**src/common/stq_pkg.sv**
```systemverilog
package stq_pkg;

  // ==============================
  // Queue and data word sizes
  // ==============================
  localparam int STQ_SIZE  = 8;
  localparam int STQ_IDX_W = 3;
  localparam int CNT_W     = 4;   // Holds 0 to STQ_SIZE
  localparam int PADDR_W   = 32;
  localparam int DW_BYTES  = 8;
  localparam int OFFSET_W  = 3;   // Byte offset inside a data word

  typedef logic [STQ_IDX_W-1:0]  stq_idx_t;
  typedef logic [CNT_W-1:0]      stq_cnt_t;
  typedef logic [STQ_SIZE-1:0]   stq_mask_t;
  typedef logic [PADDR_W-1:0]    paddr_t;
  typedef logic [DW_BYTES*8-1:0] dword_t;
  typedef logic [DW_BYTES-1:0]   byte_en_t;
  typedef logic [1:0]            st_size_t;

  // Access size codes
  localparam st_size_t SIZE_B = 2'd0;
  localparam st_size_t SIZE_H = 2'd1;
  localparam st_size_t SIZE_W = 2'd2;
  localparam st_size_t SIZE_D = 2'd3;

  // ==============================
  // Entry life cycle
  // ==============================
  typedef enum logic [2:0] {
    STQ_FREE     = 3'd0,
    STQ_WAIT_EXE = 3'd1,   // Allocated, address and data unknown
    STQ_READY    = 3'd2,
    STQ_COMMIT   = 3'd3,   // Waiting for the drain stage
    STQ_DRAIN    = 3'd4    // Write in flight to the cache
  } stq_state_t;

  // Byte lanes touched by an access of the given size and offset
  function automatic byte_en_t size_be(st_size_t size, logic [OFFSET_W-1:0] offset);
    byte_en_t base;
    case (size)
      SIZE_B:  base = 8'h01;
      SIZE_H:  base = 8'h03;
      SIZE_W:  base = 8'h0f;
      default: base = 8'hff;
    endcase
    return base << offset;
  endfunction

  // Store data copied into every lane of its size
  function automatic dword_t size_rep(st_size_t size, dword_t data);
    dword_t rep;
    case (size)
      SIZE_B:  rep = {8{data[7:0]}};
      SIZE_H:  rep = {4{data[15:0]}};
      SIZE_W:  rep = {2{data[31:0]}};
      default: rep = data;
    endcase
    return rep;
  endfunction

endpackage

```
**src/stq_credit_return.sv**
```systemverilog
`timescale 1ns/10ps

module stq_credit_return (
  input  logic              i_clk,
  input  logic              i_reset_n,
  input  stq_pkg::stq_cnt_t i_free_num,
  input  logic              i_alloc,
  output logic              o_credit_valid,
  output stq_pkg::stq_cnt_t o_credit_num
);
  import stq_pkg::*;

  stq_cnt_t         r_credits;   // Credits held by dispatch
  logic [CNT_W:0]   w_avail;     // Held plus returned this cycle

  assign w_avail = {1'b0, r_credits} + (o_credit_valid ? {1'b0, o_credit_num} : '0);

  // One cycle after the free
  always_ff @(posedge i_clk or negedge i_reset_n) begin
    if (!i_reset_n) begin
      o_credit_valid <= 1'b0;
      o_credit_num   <= '0;
    end else begin
      o_credit_valid <= i_free_num != '0;
      o_credit_num   <= i_free_num;
    end
  end

  always_ff @(posedge i_clk or negedge i_reset_n) begin
    if (!i_reset_n) begin
      r_credits <= stq_cnt_t'(STQ_SIZE);   // Dispatch starts with every entry
    end else begin
      r_credits <= stq_cnt_t'(w_avail - (CNT_W+1)'(i_alloc));
    end
  end

  a_credit_max: assert property (@(posedge i_clk) disable iff (!i_reset_n)
    w_avail <= (CNT_W+1)'(STQ_SIZE));

  a_credit_underflow: assert property (@(posedge i_clk) disable iff (!i_reset_n)
    i_alloc |-> w_avail != '0);

endmodule

```
**src/stq/stq_drain.sv**
```systemverilog
`timescale 1ns/10ps

module stq_drain (
  input  logic              i_clk,
  input  logic              i_reset_n,
  input  logic              i_head_commit,
  input  stq_pkg::paddr_t   i_head_paddr,
  input  stq_pkg::dword_t   i_head_data,
  input  stq_pkg::st_size_t i_head_size,
  input  logic              i_wr_ready,
  output logic              o_drain_start,
  output logic              o_drain_done,
  output logic              o_wr_valid,
  output stq_pkg::paddr_t   o_wr_paddr,
  output stq_pkg::dword_t   o_wr_data,
  output stq_pkg::byte_en_t o_wr_be
);
  import stq_pkg::*;

  logic     r_valid;   // One write in flight
  paddr_t   r_paddr;
  dword_t   r_data;
  byte_en_t r_be;

  // Take the head only with an empty stage
  assign o_drain_start = ~r_valid & i_head_commit;
  assign o_drain_done  = r_valid & i_wr_ready;   // Accepted this cycle

  // ==============================
  // Request valid
  // ==============================
  always_ff @(posedge i_clk or negedge i_reset_n) begin
    if (!i_reset_n) begin
      r_valid <= 1'b0;
    end else begin
      if (o_drain_start) begin
        r_valid <= 1'b1;
      end else if (o_drain_done) begin
        r_valid <= 1'b0;
      end
    end
  end

  // ==============================
  // Request payload
  // ==============================
  always_ff @(posedge i_clk) begin
    if (o_drain_start) begin
      r_paddr <= {i_head_paddr[PADDR_W-1:OFFSET_W], {OFFSET_W{1'b0}}};   // Word aligned
      r_data  <= size_rep(i_head_size, i_head_data);
      r_be    <= size_be(i_head_size, i_head_paddr[OFFSET_W-1:0]);
    end
  end

  assign o_wr_valid = r_valid;
  assign o_wr_paddr = r_paddr;
  assign o_wr_data  = r_data;
  assign o_wr_be    = r_be;

  // A stalled request holds until the cache takes it
  a_wr_stable: assert property (@(posedge i_clk) disable iff (!i_reset_n)
    o_wr_valid && !i_wr_ready |=> o_wr_valid && $stable(o_wr_paddr) &&
                                  $stable(o_wr_data) && $stable(o_wr_be));

endmodule

```
**src/stq/stq_entry.sv**
```systemverilog
`timescale 1ns/10ps

module stq_entry (
  input  logic                i_clk,
  input  logic                i_reset_n,
  input  logic                i_alloc,
  input  logic                i_flush,
  input  logic                i_drain_start,
  input  logic                i_drain_done,
  input  logic                i_commit,
  input  logic                i_exe,
  input  stq_pkg::paddr_t     i_exe_paddr,
  input  stq_pkg::dword_t     i_exe_data,
  input  stq_pkg::st_size_t   i_exe_size,
  output stq_pkg::stq_state_t o_state,
  output stq_pkg::paddr_t     o_paddr,
  output stq_pkg::dword_t     o_data,
  output stq_pkg::st_size_t   o_size
);
  import stq_pkg::*;

  stq_state_t r_state;
  paddr_t     r_paddr;
  dword_t     r_data;
  st_size_t   r_size;

  // ==============================
  // Entry state machine
  // ==============================
  always_ff @(posedge i_clk or negedge i_reset_n) begin
    if (!i_reset_n) begin
      r_state <= STQ_FREE;
    end else begin
      case (r_state)
        STQ_FREE: begin
          if (i_alloc) r_state <= STQ_WAIT_EXE;
        end
        STQ_WAIT_EXE: begin
          if (i_flush) begin
            r_state <= STQ_FREE;
          end else if (i_exe) begin
            r_state <= STQ_READY;
          end
        end
        STQ_READY: begin
          if (i_commit) begin
            r_state <= STQ_COMMIT;   // Commit wins over a same-cycle flush
          end else if (i_flush) begin
            r_state <= STQ_FREE;
          end
        end
        STQ_COMMIT: begin
          if (i_drain_start) r_state <= STQ_DRAIN;
        end
        STQ_DRAIN: begin
          if (i_drain_done) r_state <= STQ_FREE;
        end
        default: r_state <= STQ_FREE;
      endcase
    end
  end

  // Address, data and size from the execution pipe
  always_ff @(posedge i_clk) begin
    if (i_exe) begin
      r_paddr <= i_exe_paddr;
      r_data  <= i_exe_data;
      r_size  <= i_exe_size;
    end
  end

  assign o_state = r_state;
  assign o_paddr = r_paddr;
  assign o_data  = r_data;
  assign o_size  = r_size;

  a_alloc_free: assert property (@(posedge i_clk) disable iff (!i_reset_n)
    i_alloc |-> r_state == STQ_FREE);

  a_exe_waiting: assert property (@(posedge i_clk) disable iff (!i_reset_n)
    i_exe |-> r_state == STQ_WAIT_EXE);

  a_commit_ready: assert property (@(posedge i_clk) disable iff (!i_reset_n)
    i_commit |-> r_state == STQ_READY);

  a_drain_order: assert property (@(posedge i_clk) disable iff (!i_reset_n)
    i_drain_done |-> r_state == STQ_DRAIN);

endmodule

```
**src/stq/stq_fwd_check.sv**
```systemverilog
`timescale 1ns/10ps

module stq_fwd_check (
  input  stq_pkg::stq_state_t i_state [stq_pkg::STQ_SIZE],
  input  stq_pkg::paddr_t     i_paddr [stq_pkg::STQ_SIZE],
  input  stq_pkg::dword_t     i_data  [stq_pkg::STQ_SIZE],
  input  stq_pkg::st_size_t   i_size  [stq_pkg::STQ_SIZE],
  input  stq_pkg::stq_idx_t   i_head,
  input  logic                i_fwd_valid,
  input  stq_pkg::paddr_t     i_fwd_paddr,
  input  stq_pkg::st_size_t   i_fwd_size,
  output logic                o_fwd_hit,
  output stq_pkg::dword_t     o_fwd_data,
  output stq_pkg::byte_en_t   o_fwd_be,
  output logic                o_fwd_hazard
);
  import stq_pkg::*;

  byte_en_t  w_ld_be;
  byte_en_t  w_ovl_be [STQ_SIZE];   // Bytes shared with the load
  stq_mask_t w_match;
  stq_mask_t w_wait;
  stq_mask_t w_rot;
  stq_idx_t  w_sel_ofs;
  stq_idx_t  w_sel;

  assign w_ld_be = size_be(i_fwd_size, i_fwd_paddr[OFFSET_W-1:0]);

  // ==============================
  // Per-entry compare
  // ==============================
  for (genvar e = 0; e < STQ_SIZE; e++) begin : g_cmp
    logic w_has_data;
    logic w_same_dw;

    assign w_has_data  = (i_state[e] == STQ_READY) | (i_state[e] == STQ_COMMIT) |
                         (i_state[e] == STQ_DRAIN);
    assign w_same_dw   = i_paddr[e][PADDR_W-1:OFFSET_W] == i_fwd_paddr[PADDR_W-1:OFFSET_W];
    assign w_ovl_be[e] = size_be(i_size[e], i_paddr[e][OFFSET_W-1:0]) & w_ld_be;
    assign w_match[e]  = w_has_data & w_same_dw & (|w_ovl_be[e]);
    assign w_wait[e]   = i_state[e] == STQ_WAIT_EXE;
  end

  // Bit 0 becomes the head, so the highest set bit is the youngest
  always_comb begin
    for (int k = 0; k < STQ_SIZE; k++) begin
      w_rot[k] = w_match[i_head + stq_idx_t'(k)];
    end
  end

  always_comb begin
    w_sel_ofs = '0;
    for (int k = 0; k < STQ_SIZE; k++) begin
      if (w_rot[k]) w_sel_ofs = stq_idx_t'(k);
    end
  end

  assign w_sel = i_head + w_sel_ofs;   // Back to the entry index

  assign o_fwd_hit    = i_fwd_valid & (|w_match);
  assign o_fwd_be     = o_fwd_hit ? w_ovl_be[w_sel] : '0;
  // Data laid out in byte lanes to line up with o_fwd_be
  assign o_fwd_data   = o_fwd_hit ? size_rep(i_size[w_sel], i_data[w_sel]) : '0;
  assign o_fwd_hazard = i_fwd_valid & (|w_wait);   // Some older address still unknown

endmodule

```
**src/stq/stq_top.sv**
```systemverilog
`timescale 1ns/10ps

module stq_top (
  input  logic               i_clk,
  input  logic               i_reset_n,
  input  logic               i_alloc_valid,
  input  logic               i_flush,
  input  logic               i_commit_valid,
  input  logic               i_wr_ready,
  input  logic               i_exe_valid,
  input  stq_pkg::stq_idx_t  i_exe_idx,
  input  stq_pkg::paddr_t    i_exe_paddr,
  input  stq_pkg::dword_t    i_exe_data,
  input  stq_pkg::st_size_t  i_exe_size,
  input  logic               i_fwd_valid,
  input  stq_pkg::paddr_t    i_fwd_paddr,
  input  stq_pkg::st_size_t  i_fwd_size,
  output stq_pkg::stq_idx_t  o_alloc_idx,
  output logic               o_fwd_hit,
  output stq_pkg::dword_t    o_fwd_data,
  output stq_pkg::byte_en_t  o_fwd_be,
  output logic               o_fwd_hazard,
  output logic               o_wr_valid,
  output stq_pkg::paddr_t    o_wr_paddr,
  output stq_pkg::dword_t    o_wr_data,
  output stq_pkg::byte_en_t  o_wr_be,
  output logic               o_credit_valid,
  output stq_pkg::stq_cnt_t  o_credit_num
);
  import stq_pkg::*;

  stq_idx_t   r_head;        // Oldest entry, drained next
  stq_idx_t   r_cmt;         // Oldest uncommitted entry
  stq_idx_t   r_tail;        // Next slot to allocate
  stq_idx_t   w_cmt_next;
  stq_state_t w_state [STQ_SIZE];
  paddr_t     w_paddr [STQ_SIZE];
  dword_t     w_data  [STQ_SIZE];
  st_size_t   w_size  [STQ_SIZE];
  logic       w_alloc;
  logic       w_drain_start;
  logic       w_drain_done;
  stq_mask_t  w_kill;
  stq_cnt_t   w_kill_cnt;
  stq_cnt_t   w_free_num;

  assign w_alloc     = i_alloc_valid & ~i_flush;   // Flush cancels a same-cycle allocation
  assign w_cmt_next  = i_commit_valid ? r_cmt + stq_idx_t'(1) : r_cmt;
  assign o_alloc_idx = r_tail;

  // ==============================
  // Pointers
  // ==============================
  always_ff @(posedge i_clk or negedge i_reset_n) begin
    if (!i_reset_n) begin
      r_head <= '0;
      r_cmt  <= '0;
      r_tail <= '0;
    end else begin
      if (w_drain_done) begin
        r_head <= r_head + stq_idx_t'(1);
      end
      r_cmt <= w_cmt_next;
      if (i_flush) begin
        r_tail <= w_cmt_next;   // Roll back past the killed entries
      end else if (w_alloc) begin
        r_tail <= r_tail + stq_idx_t'(1);
      end
    end
  end

  for (genvar e = 0; e < STQ_SIZE; e++) begin : g_entry
    logic w_commit_e;

    assign w_commit_e = i_commit_valid & (r_cmt == stq_idx_t'(e));
    // A committing entry survives the flush
    assign w_kill[e]  = i_flush & ((w_state[e] == STQ_WAIT_EXE) |
                                   ((w_state[e] == STQ_READY) & ~w_commit_e));

    stq_entry u_entry (
      .i_clk         (i_clk),
      .i_reset_n     (i_reset_n),
      .i_alloc       (w_alloc & (r_tail == stq_idx_t'(e))),
      .i_flush       (i_flush),
      .i_drain_start (w_drain_start & (r_head == stq_idx_t'(e))),
      .i_drain_done  (w_drain_done & (r_head == stq_idx_t'(e))),
      .i_commit      (w_commit_e),
      .i_exe         (i_exe_valid & (i_exe_idx == stq_idx_t'(e))),
      .i_exe_paddr   (i_exe_paddr),
      .i_exe_data    (i_exe_data),
      .i_exe_size    (i_exe_size),
      .o_state       (w_state[e]),
      .o_paddr       (w_paddr[e]),
      .o_data        (w_data[e]),
      .o_size        (w_size[e])
    );
  end

  // Freed entries this cycle
  always_comb begin
    w_kill_cnt = '0;
    for (int k = 0; k < STQ_SIZE; k++) begin
      w_kill_cnt = w_kill_cnt + stq_cnt_t'(w_kill[k]);
    end
  end

  assign w_free_num = w_kill_cnt + stq_cnt_t'(w_drain_done) +
                      stq_cnt_t'(i_alloc_valid & i_flush);

  stq_fwd_check u_fwd_check (
    .i_state      (w_state),
    .i_paddr      (w_paddr),
    .i_data       (w_data),
    .i_size       (w_size),
    .i_head       (r_head),
    .i_fwd_valid  (i_fwd_valid),
    .i_fwd_paddr  (i_fwd_paddr),
    .i_fwd_size   (i_fwd_size),
    .o_fwd_hit    (o_fwd_hit),
    .o_fwd_data   (o_fwd_data),
    .o_fwd_be     (o_fwd_be),
    .o_fwd_hazard (o_fwd_hazard)
  );

  stq_drain u_drain (
    .i_clk         (i_clk),
    .i_reset_n     (i_reset_n),
    .i_head_commit (w_state[r_head] == STQ_COMMIT),
    .i_head_paddr  (w_paddr[r_head]),
    .i_head_data   (w_data[r_head]),
    .i_head_size   (w_size[r_head]),
    .i_wr_ready    (i_wr_ready),
    .o_drain_start (w_drain_start),
    .o_drain_done  (w_drain_done),
    .o_wr_valid    (o_wr_valid),
    .o_wr_paddr    (o_wr_paddr),
    .o_wr_data     (o_wr_data),
    .o_wr_be       (o_wr_be)
  );

  stq_credit_return u_credit_return (
    .i_clk          (i_clk),
    .i_reset_n      (i_reset_n),
    .i_free_num     (w_free_num),
    .i_alloc        (i_alloc_valid),
    .o_credit_valid (o_credit_valid),
    .o_credit_num   (o_credit_num)
  );

  // Dispatch only allocates with a credit, so the tail slot is free
  a_alloc_not_full: assert property (@(posedge i_clk) disable iff (!i_reset_n)
    i_alloc_valid |-> w_state[r_tail] == STQ_FREE);

  a_commit_ready: assert property (@(posedge i_clk) disable iff (!i_reset_n)
    i_commit_valid |-> w_state[r_cmt] == STQ_READY);

endmodule

```
**config.mk**
```make
export PLATFORM = sky130hd
export DESIGN_NAME = stq_top
export DESIGN_NICKNAME = d
export VERILOG_FILES = /design/src/common/stq_pkg.sv /design/src/stq_credit_return.sv /design/src/stq/stq_drain.sv /design/src/stq/stq_entry.sv /design/src/stq/stq_fwd_check.sv /design/src/stq/stq_top.sv
export SDC_FILE = /design/constraint.sdc
export NUM_CORES = 2
export LEC_CHECK = 0
export ABC_AREA = 1
export BUFFER_PORTS_ARGS = -buffer_cell sky130_fd_sc_hd__buf_4
export CAP_MARGIN = 30
export CORE_MARGIN = 5
export CORE_UTILIZATION = 25
export CTS_CLUSTER_DIAMETER = 150
export DETAILED_ROUTE_END_ITERATION = 10
export PLACE_DENSITY = 0.49
export SYNTH_ARGS = -nofsm -noshare
export SYNTH_HDL_FRONTEND = slang
export SYNTH_SLANG_ARGS = --single-unit
```
**constraint.sdc**
```tcl
create_clock -name i_clk -period 7.3 [get_ports i_clk]
set_input_delay 0.73 -clock i_clk [delete_from_list [all_inputs] [get_ports i_clk]]
set_output_delay 0.73 -clock i_clk [all_outputs]
set_load 0.02 [all_outputs]
```
# Word-level counts from Yosys, hierarchy flattened
# Index checks and enable logic that the tools add are counted.
# op_classes
mux	119
n_lt_le_gt_ge	9
n_reduce_logical	44
addsub	19
n_eq_ne	131
shifts	10
bitwise_logic	122
# op_table
cell	n
binary-select mux 64 bit (select 3 bit)	2
case mux 64 bit (3 select lines)	2
two-way mux 64 bit	5
case mux 8 bit (3 select lines)	10
equality test 29 bit	8
two-way mux 3 bit	58
case mux 3 bit (5 select lines)	8
binary-select mux 32 bit (select 3 bit)	1
OR reduction 8 bit	10
<< shifter 8 x 3 -> 8 bit	10
AND 1 bit	78
equality test 3 x 2 -> 1 bit, second input constant	25
equality test 3 bit, second input constant	24
AND 8 bit	8
two-way mux 32 bit	2
inequality test 2 x 1 -> 1 bit, second input constant	24
inequality test 3 bit, second input constant	16
AND reduction 5 bit	8
equality test 3 x 1 -> 1 bit, second input constant	12
logical NOT 3 bit	12
two-way mux 8 bit	4
less-than comparator 3 x 4 -> 1 bit, second input constant	7
adder 4 x 1 -> 4 bit	6
binary-select mux 8 bit (select 3 bit)	1
21 further kinds	113
# word_totals
regBits	924
input_bits	143

# Longest topological paths before layout
# depth
word_depth	23
mapped_depth	36
depth_no_buf	33

# Cells and area by module
# A second synthesis with hierarchy kept.
# unflattened
cells_unflattened	5976
hier_area_um2	50245.7
# modules_own_cells
mod	area_per_inst_um2	cells_per_inst	n_inst	seq_area_each_um2
stq_entry	3170.5	137	8	3017.9
stq_fwd_check	11750.0	2493	1	0.0
stq_top	8908.5	2047	1	225.2
stq_drain	4086.4	332	1	3057.9
stq_credit_return	136.4	8	1	125.1

# Worst setup path after synthesis
# OpenSTA, ideal clock, no wires.
# synth_timing
kind	flip-flop to output port
from	register r_head[0]
to	output o_fwd_data[39]
arrival_time_ps	6240
setup_slack_ps	330
path_stages_with_launch	29
n_path_buf	11
cell_sequence	dfrtp_1 > clkbuf_1 > clkinv_1 > clkbuf_1 > clkbuf_1 > clkbuf_1 > clkbuf_1 > clkbuf_1 > clkbuf_1 > ha_1 > inv_1 > nand2_1 > a21oi_1 > or2_2 > nor2_1 > nor2_1 > o21bai_1 > nand2_1 > ha_1 > fa_1 > inv_1 > clkbuf_1 > buf_1 > buf_1 > clkbuf_1 > o21ai_0 > o221ai_1 > a21oi_1 > nor3_1
# synth_via
elab_chain_cells	18
# synth_rtl
element	line_no	source
from (decl)	stq_top.sv:32	stq_idx_t r_head;
from (signal assigned)	stq_top.sv:61	r_head <= r_head + stq_idx_t'(1);
adder 3 x 1 -> 3 bit	stq_fwd_check.sv:47	w_rot[k] = w_match[i_head + stq_idx_t'(k)];
binary-select mux 1 bit (select 3 bit)	stq_fwd_check.sv:47	
two-way mux 1 bit (not written as such)	stq_fwd_check.sv:47	
two-way mux 1 bit	stq_fwd_check.sv:54	if (w_rot[k]) w_sel_ofs = stq_idx_t'(k);
two-way mux 2 bit (2 in a row)	stq_fwd_check.sv:54	
two-way mux 3 bit (4 in a row)	stq_fwd_check.sv:54	
adder 3 bit *	stq_fwd_check.sv:58	assign w_sel = i_head + w_sel_ofs;
inverter 3 -> 4 bit (not written as such) *	stq_fwd_check.sv:63	assign o_fwd_data = o_fwd_hit ? size_rep(i_size[w_sel], i_data[w_sel]) : '0;
binary-select mux 2 bit (select 3 bit)	stq_fwd_check.sv:63	
two-way mux 2 bit (not written as such) (2 in a row)	stq_fwd_check.sv:63	
equality test 2 bit (tied with other cells)	stq_pkg.sv:53	case (size)
case mux 64 bit (3 select lines) *	stq_pkg.sv:53	
two-way mux 64 bit *	stq_fwd_check.sv:63	
to (decl)	stq_top.sv:20	output stq_pkg::dword_t o_fwd_data,
# Every way passes the cells marked *; elsewhere a longest branch is shown, timed or not. The select of a mux whose other input is x is not followed.

# Worst setup path after layout
# layout_timing
from	register g_entry[1].u_entry.r_state[1]
to	output o_fwd_data[63]
# layout_via
elab_chain_cells	22
# layout_rtl
element	line_no	source
from (decl)	stq_entry.sv:22	stq_state_t r_state;
from (signal assigned)	stq_entry.sv:32	r_state <= STQ_FREE;
from (signal assigned)	stq_entry.sv:36	if (i_alloc) r_state <= STQ_WAIT_EXE;
from (signal assigned)	stq_entry.sv:40	r_state <= STQ_FREE;
equality test 3 x 2 -> 1 bit	stq_fwd_check.sv:36	assign w_has_data = (i_state[e] == STQ_READY) | (i_state[e] == STQ_COMMIT) |
OR 1 bit	stq_fwd_check.sv:36	
OR 1 bit *	stq_fwd_check.sv:36	
AND 1 bit * (2 in a row)	stq_fwd_check.sv:40	assign w_match[e] = w_has_data & w_same_dw & (|w_ovl_be[e]);
binary-select mux 1 bit (select 3 bit)	stq_fwd_check.sv:47	
two-way mux 1 bit (not written as such)	stq_fwd_check.sv:47	
two-way mux 1 bit	stq_fwd_check.sv:54	
two-way mux 2 bit (2 in a row)	stq_fwd_check.sv:54	
two-way mux 3 bit (4 in a row)	stq_fwd_check.sv:54	
adder 3 bit	stq_fwd_check.sv:58	
inverter 3 -> 4 bit (not written as such)	stq_fwd_check.sv:63	
binary-select mux 2 bit (select 3 bit)	stq_fwd_check.sv:63	
two-way mux 2 bit (not written as such) (2 in a row)	stq_fwd_check.sv:63	
equality test 2 bit (tied with other cells)	stq_pkg.sv:53	
case mux 64 bit (3 select lines)	stq_pkg.sv:53	
two-way mux 64 bit *	stq_fwd_check.sv:63	
# Marked as above.

==> metrics.md <==
| Metric | Value |
|---|---|
| Grt ovf | `0` |
| Asr flop ratio synth | `0.0422` |
| Drt first pass iters | `6` |
| Largest family of logic cells by synthesized area | `compound AO/OA/AOI/OAI gates` |
| Num CTS Buffers | `around 100` |
| IO Port Bufs | `~330` |
| Sequential share of the synthesized area | `0.576` |
| Die H | `about 450 um` |
| Gr usage total | `0.189` |
| Setup violators final | `0` |
| Drt drc | `0` |
| Compound-Gate Fraction of Synth Area | `0.180` |
| CP Max Fanout | `36` |
| CP arrival | `between 6000 and 7000 ps` |
| Core Area | `approximately 190,000 sq um` |
| Fraction of synthesized area in multiplexers | `0.000209` |
| Starting Density | `0.251` |
| Post-DP HPWL | `between 100,000 and 150,000 um` |
| Number of global-route vias before repair | `38,300` |
| First-pass GRT wire length | `277,000 um` |
| Worst path most repeated cell | `nor2_1` |
| Largest net degree at the start of global routing | `113` |
| Worst-margin pin slew | `between 1000 and 1500 ps` |
| # rows | `between 150 and 200` |
| Crit path buf inv count | `7` |
| Critical path's top delay family | `simple AND/OR/NAND/NOR gates` |
| Fmax | `143 MHz` |
| Critical Path Max Stage Delay | `around 840 ps` |
| Layout Skew | `about 61 ps` |
| Simple-Gate Fraction of Synth Area | `0.142` |
| Status | `completed` |
| Yosys cell types | `63` |
| Routability cong. | `between 0.9 and 1` |
| Initial antenna violation count | `33` |
| Synth cell count leaders | `edfxtp_1, o21ai_0, nand2_1` |
| Max_cap viols | `0` |
| Startpoint types | `flip-flop` |
| Worst skew pair latency | `~740 ps` |
| Adder-Cell Fraction of Synth Area | `0.00868` |
| Sink Count | `roughly 920` |
| Post-Synth XOR/XNOR Area | `0.0331` |
| Die Span X | `448 um` |
| Synthesized netlist cell count | `5,061` |
| Post-synth EDFFs | `just under 900` |
| Clock slew at reported path FFs | `about 60 ps` |
| Final Hold Viols | `0` |
| Top cells by area, synth | `edfxtp_1, o21ai_0, nand2_1` |
| Share of layout cells above drive strength 1 | `0.130` |
| Seq cells post-synth | `roughly 920` |
| YS warnings | `0` |
| Clock tree from TritonCTS | `done` |
| RSZ-0062 raised after global routing | `no` |
| Crit path time final | `about 7000 ps` |
| Main synth FF type | `edfxtp_1` |
| Worst hold slack | `about 220 ps` |
| Max Slew Vio Count | `0` |
| Vias | `approximately 40,000` |
| Drt wl/cell | `24.7 um` |
| Worst EP required | `around 6600 ps` |
| Starting DRT DRC Count | `roughly 3,800` |
| Synthesized area per cell | `9.46 sq um` |
| NumNets Final | `5,498` |
| H-Tree Depth | `3` |
| Count leader, synth | `edfxtp_1` |
| Post-route ant nets | `0` |
| TNS Setup | `0 ps` |
| Root buffer cell | `clkbuf_16` |
| Critical Path End Type | `output port` |
| Deepest clock path buffer count | `3` |
| Synth-to-Final Area Change | `19.4%` |
| Vias per cell | `roughly 5` |
| Post-synth top area cell | `edfxtp_1` |
| Die area | `approximately 200,000 sq um` |
| Final worst path period share | `0.958` |
| I/O pin count | `330` |
| CP max stage cell | `fa_4` |
| Post-synth top area share | `0.555` |
| Total Wirelength | `between 150,000 and 200,000 um` |
| Crit Path Class | `flip-flop to output port` |
| Worst rel slew slack | `0.185` |
| Post-Syn Area | `roughly 48,000 sq um` |
| Path category of the worst min-delay check | `primary input to flip-flop` |
final timing paths:
kind / start / to / slack, ps / cells after the start
setup / recovery: g_entry[1].u_entry.o_state[1] / o_fwd_data[63] / 300 / 31
hold / removal: i_exe_data[44] / g_entry[0].u_entry.o_data[44] / 220 / 1
setup reg to reg: r_head[0] / u_drain.o_wr_data[51] / 1690 / 14
hold reg to reg: g_entry[1].u_entry.o_state[1] / g_entry[1].u_entry.o_state[1] / 530 / 2
max in group asynchronous: i_reset_n / r_head[0] / 6290 / 2
min in group asynchronous: i_reset_n / r_cmt[0] / 540 / 2
layout by cell type (no fill, tap or decap), drive strengths merged, types with 9 or more instances in the layout:
master	count
edfxtp	885
o21ai	760
nand2	700
nor2	632
a21oi	488
buf	474
inv	420
nand3	184
clkbuf	132
xnor2	105
xor2	76
o211ai	75
nand4	54
nor3	50
o2111ai	47
clkinv	42
dfrtp	39
o21a	30
a211oi	29
o22ai	27
a31oi	26
ha	22
diode	13
a21o	13
a32o	9
a21boi	9
cell type report:
class	count	area [sq um]
Antenna cell	13	32.5
Clock buffer	130	2690
Clock inverter	58	561
Fill cell	19700	133000
Inverter	419	1600
Multi-Input combinational cell	3402	17600
Sequential cell	924	27600
Tap cell	2511	3140
Timing Repair Buffer	477	3980
worst register-to-register path, cell delays in order, from the launching register on:
cell and delay, ps:
dfrtp_4 740, inv_8 390, buf_4 690, buf_4 960, a21oi_1 160, o21ai_0 110, o21ai_0 130, nor2_2 110
buf_4 310, inv_1 250, nor2_1 650, inv_1 310, nor2_1 320, nor2_1 200, nand2_1 160
logic make-up after synthesis:
group / count (synthesis)
other cells: 1
compound gates: 1553
fa+ha+maj: 29
mux: 1
xor+xnor: 181
flops: 924
buf+inv: 737
simple gates: 1635
through the flow:
step	utilization	area (sq um)	setup slack, ps	std cells
after global placement	0.282	53700	130	7728
after floorplan	-	47900	330	5063
after global routing	0.300	57100	11.4	7929
final	0.300	57100	305	7934
after CTS	0.299	57000	20.5	7918
after detailed placement	0.282	53700	239	7729
sequential cells by signal, indices dropped and copies added, names as in the netlist:
| name | count |
|---|---|
| g_entry.u_entry.o_data | 512 |
| g_entry.u_entry.o_paddr | 256 |
| g_entry.u_entry.o_size | 16 |
| g_entry.u_entry.o_state | 24 |
| o_alloc_idx | 3 |
| r_cmt | 3 |
| r_head | 3 |
| u_credit_return.o_credit_num | 4 |
| u_credit_return.o_credit_valid | 1 |
| u_drain.o_wr_be | 8 |
| u_drain.o_wr_data | 64 |
| u_drain.o_wr_paddr | 29 |
| u_drain.o_wr_valid | 1 |
repair_timing:
action / 4_1_cts / 5_1_grt
hold buffers: 1 / 0
endpoints found under the setup margin: 6 / 63
hold endpoints to repair: 39 / 0
cloned: 0 / 1
gates resized for setup: 3 / 25
setup buffers: 0 / 1
pin swaps: 0 / 1
metal layers:
layer,part of all wire,up-vias,GRT usage
met5,0.00042,-,0
met4,0.040,12,0.0777
met3,0.073,340,0.0317
met2,0.48,1612,0.313
met1,0.41,19600,0.244
li1,-,18300,-
Power is left out: the tool's default activity adds up to more than one toggle a clock period on the data nets, which glitch-free logic cannot reach.
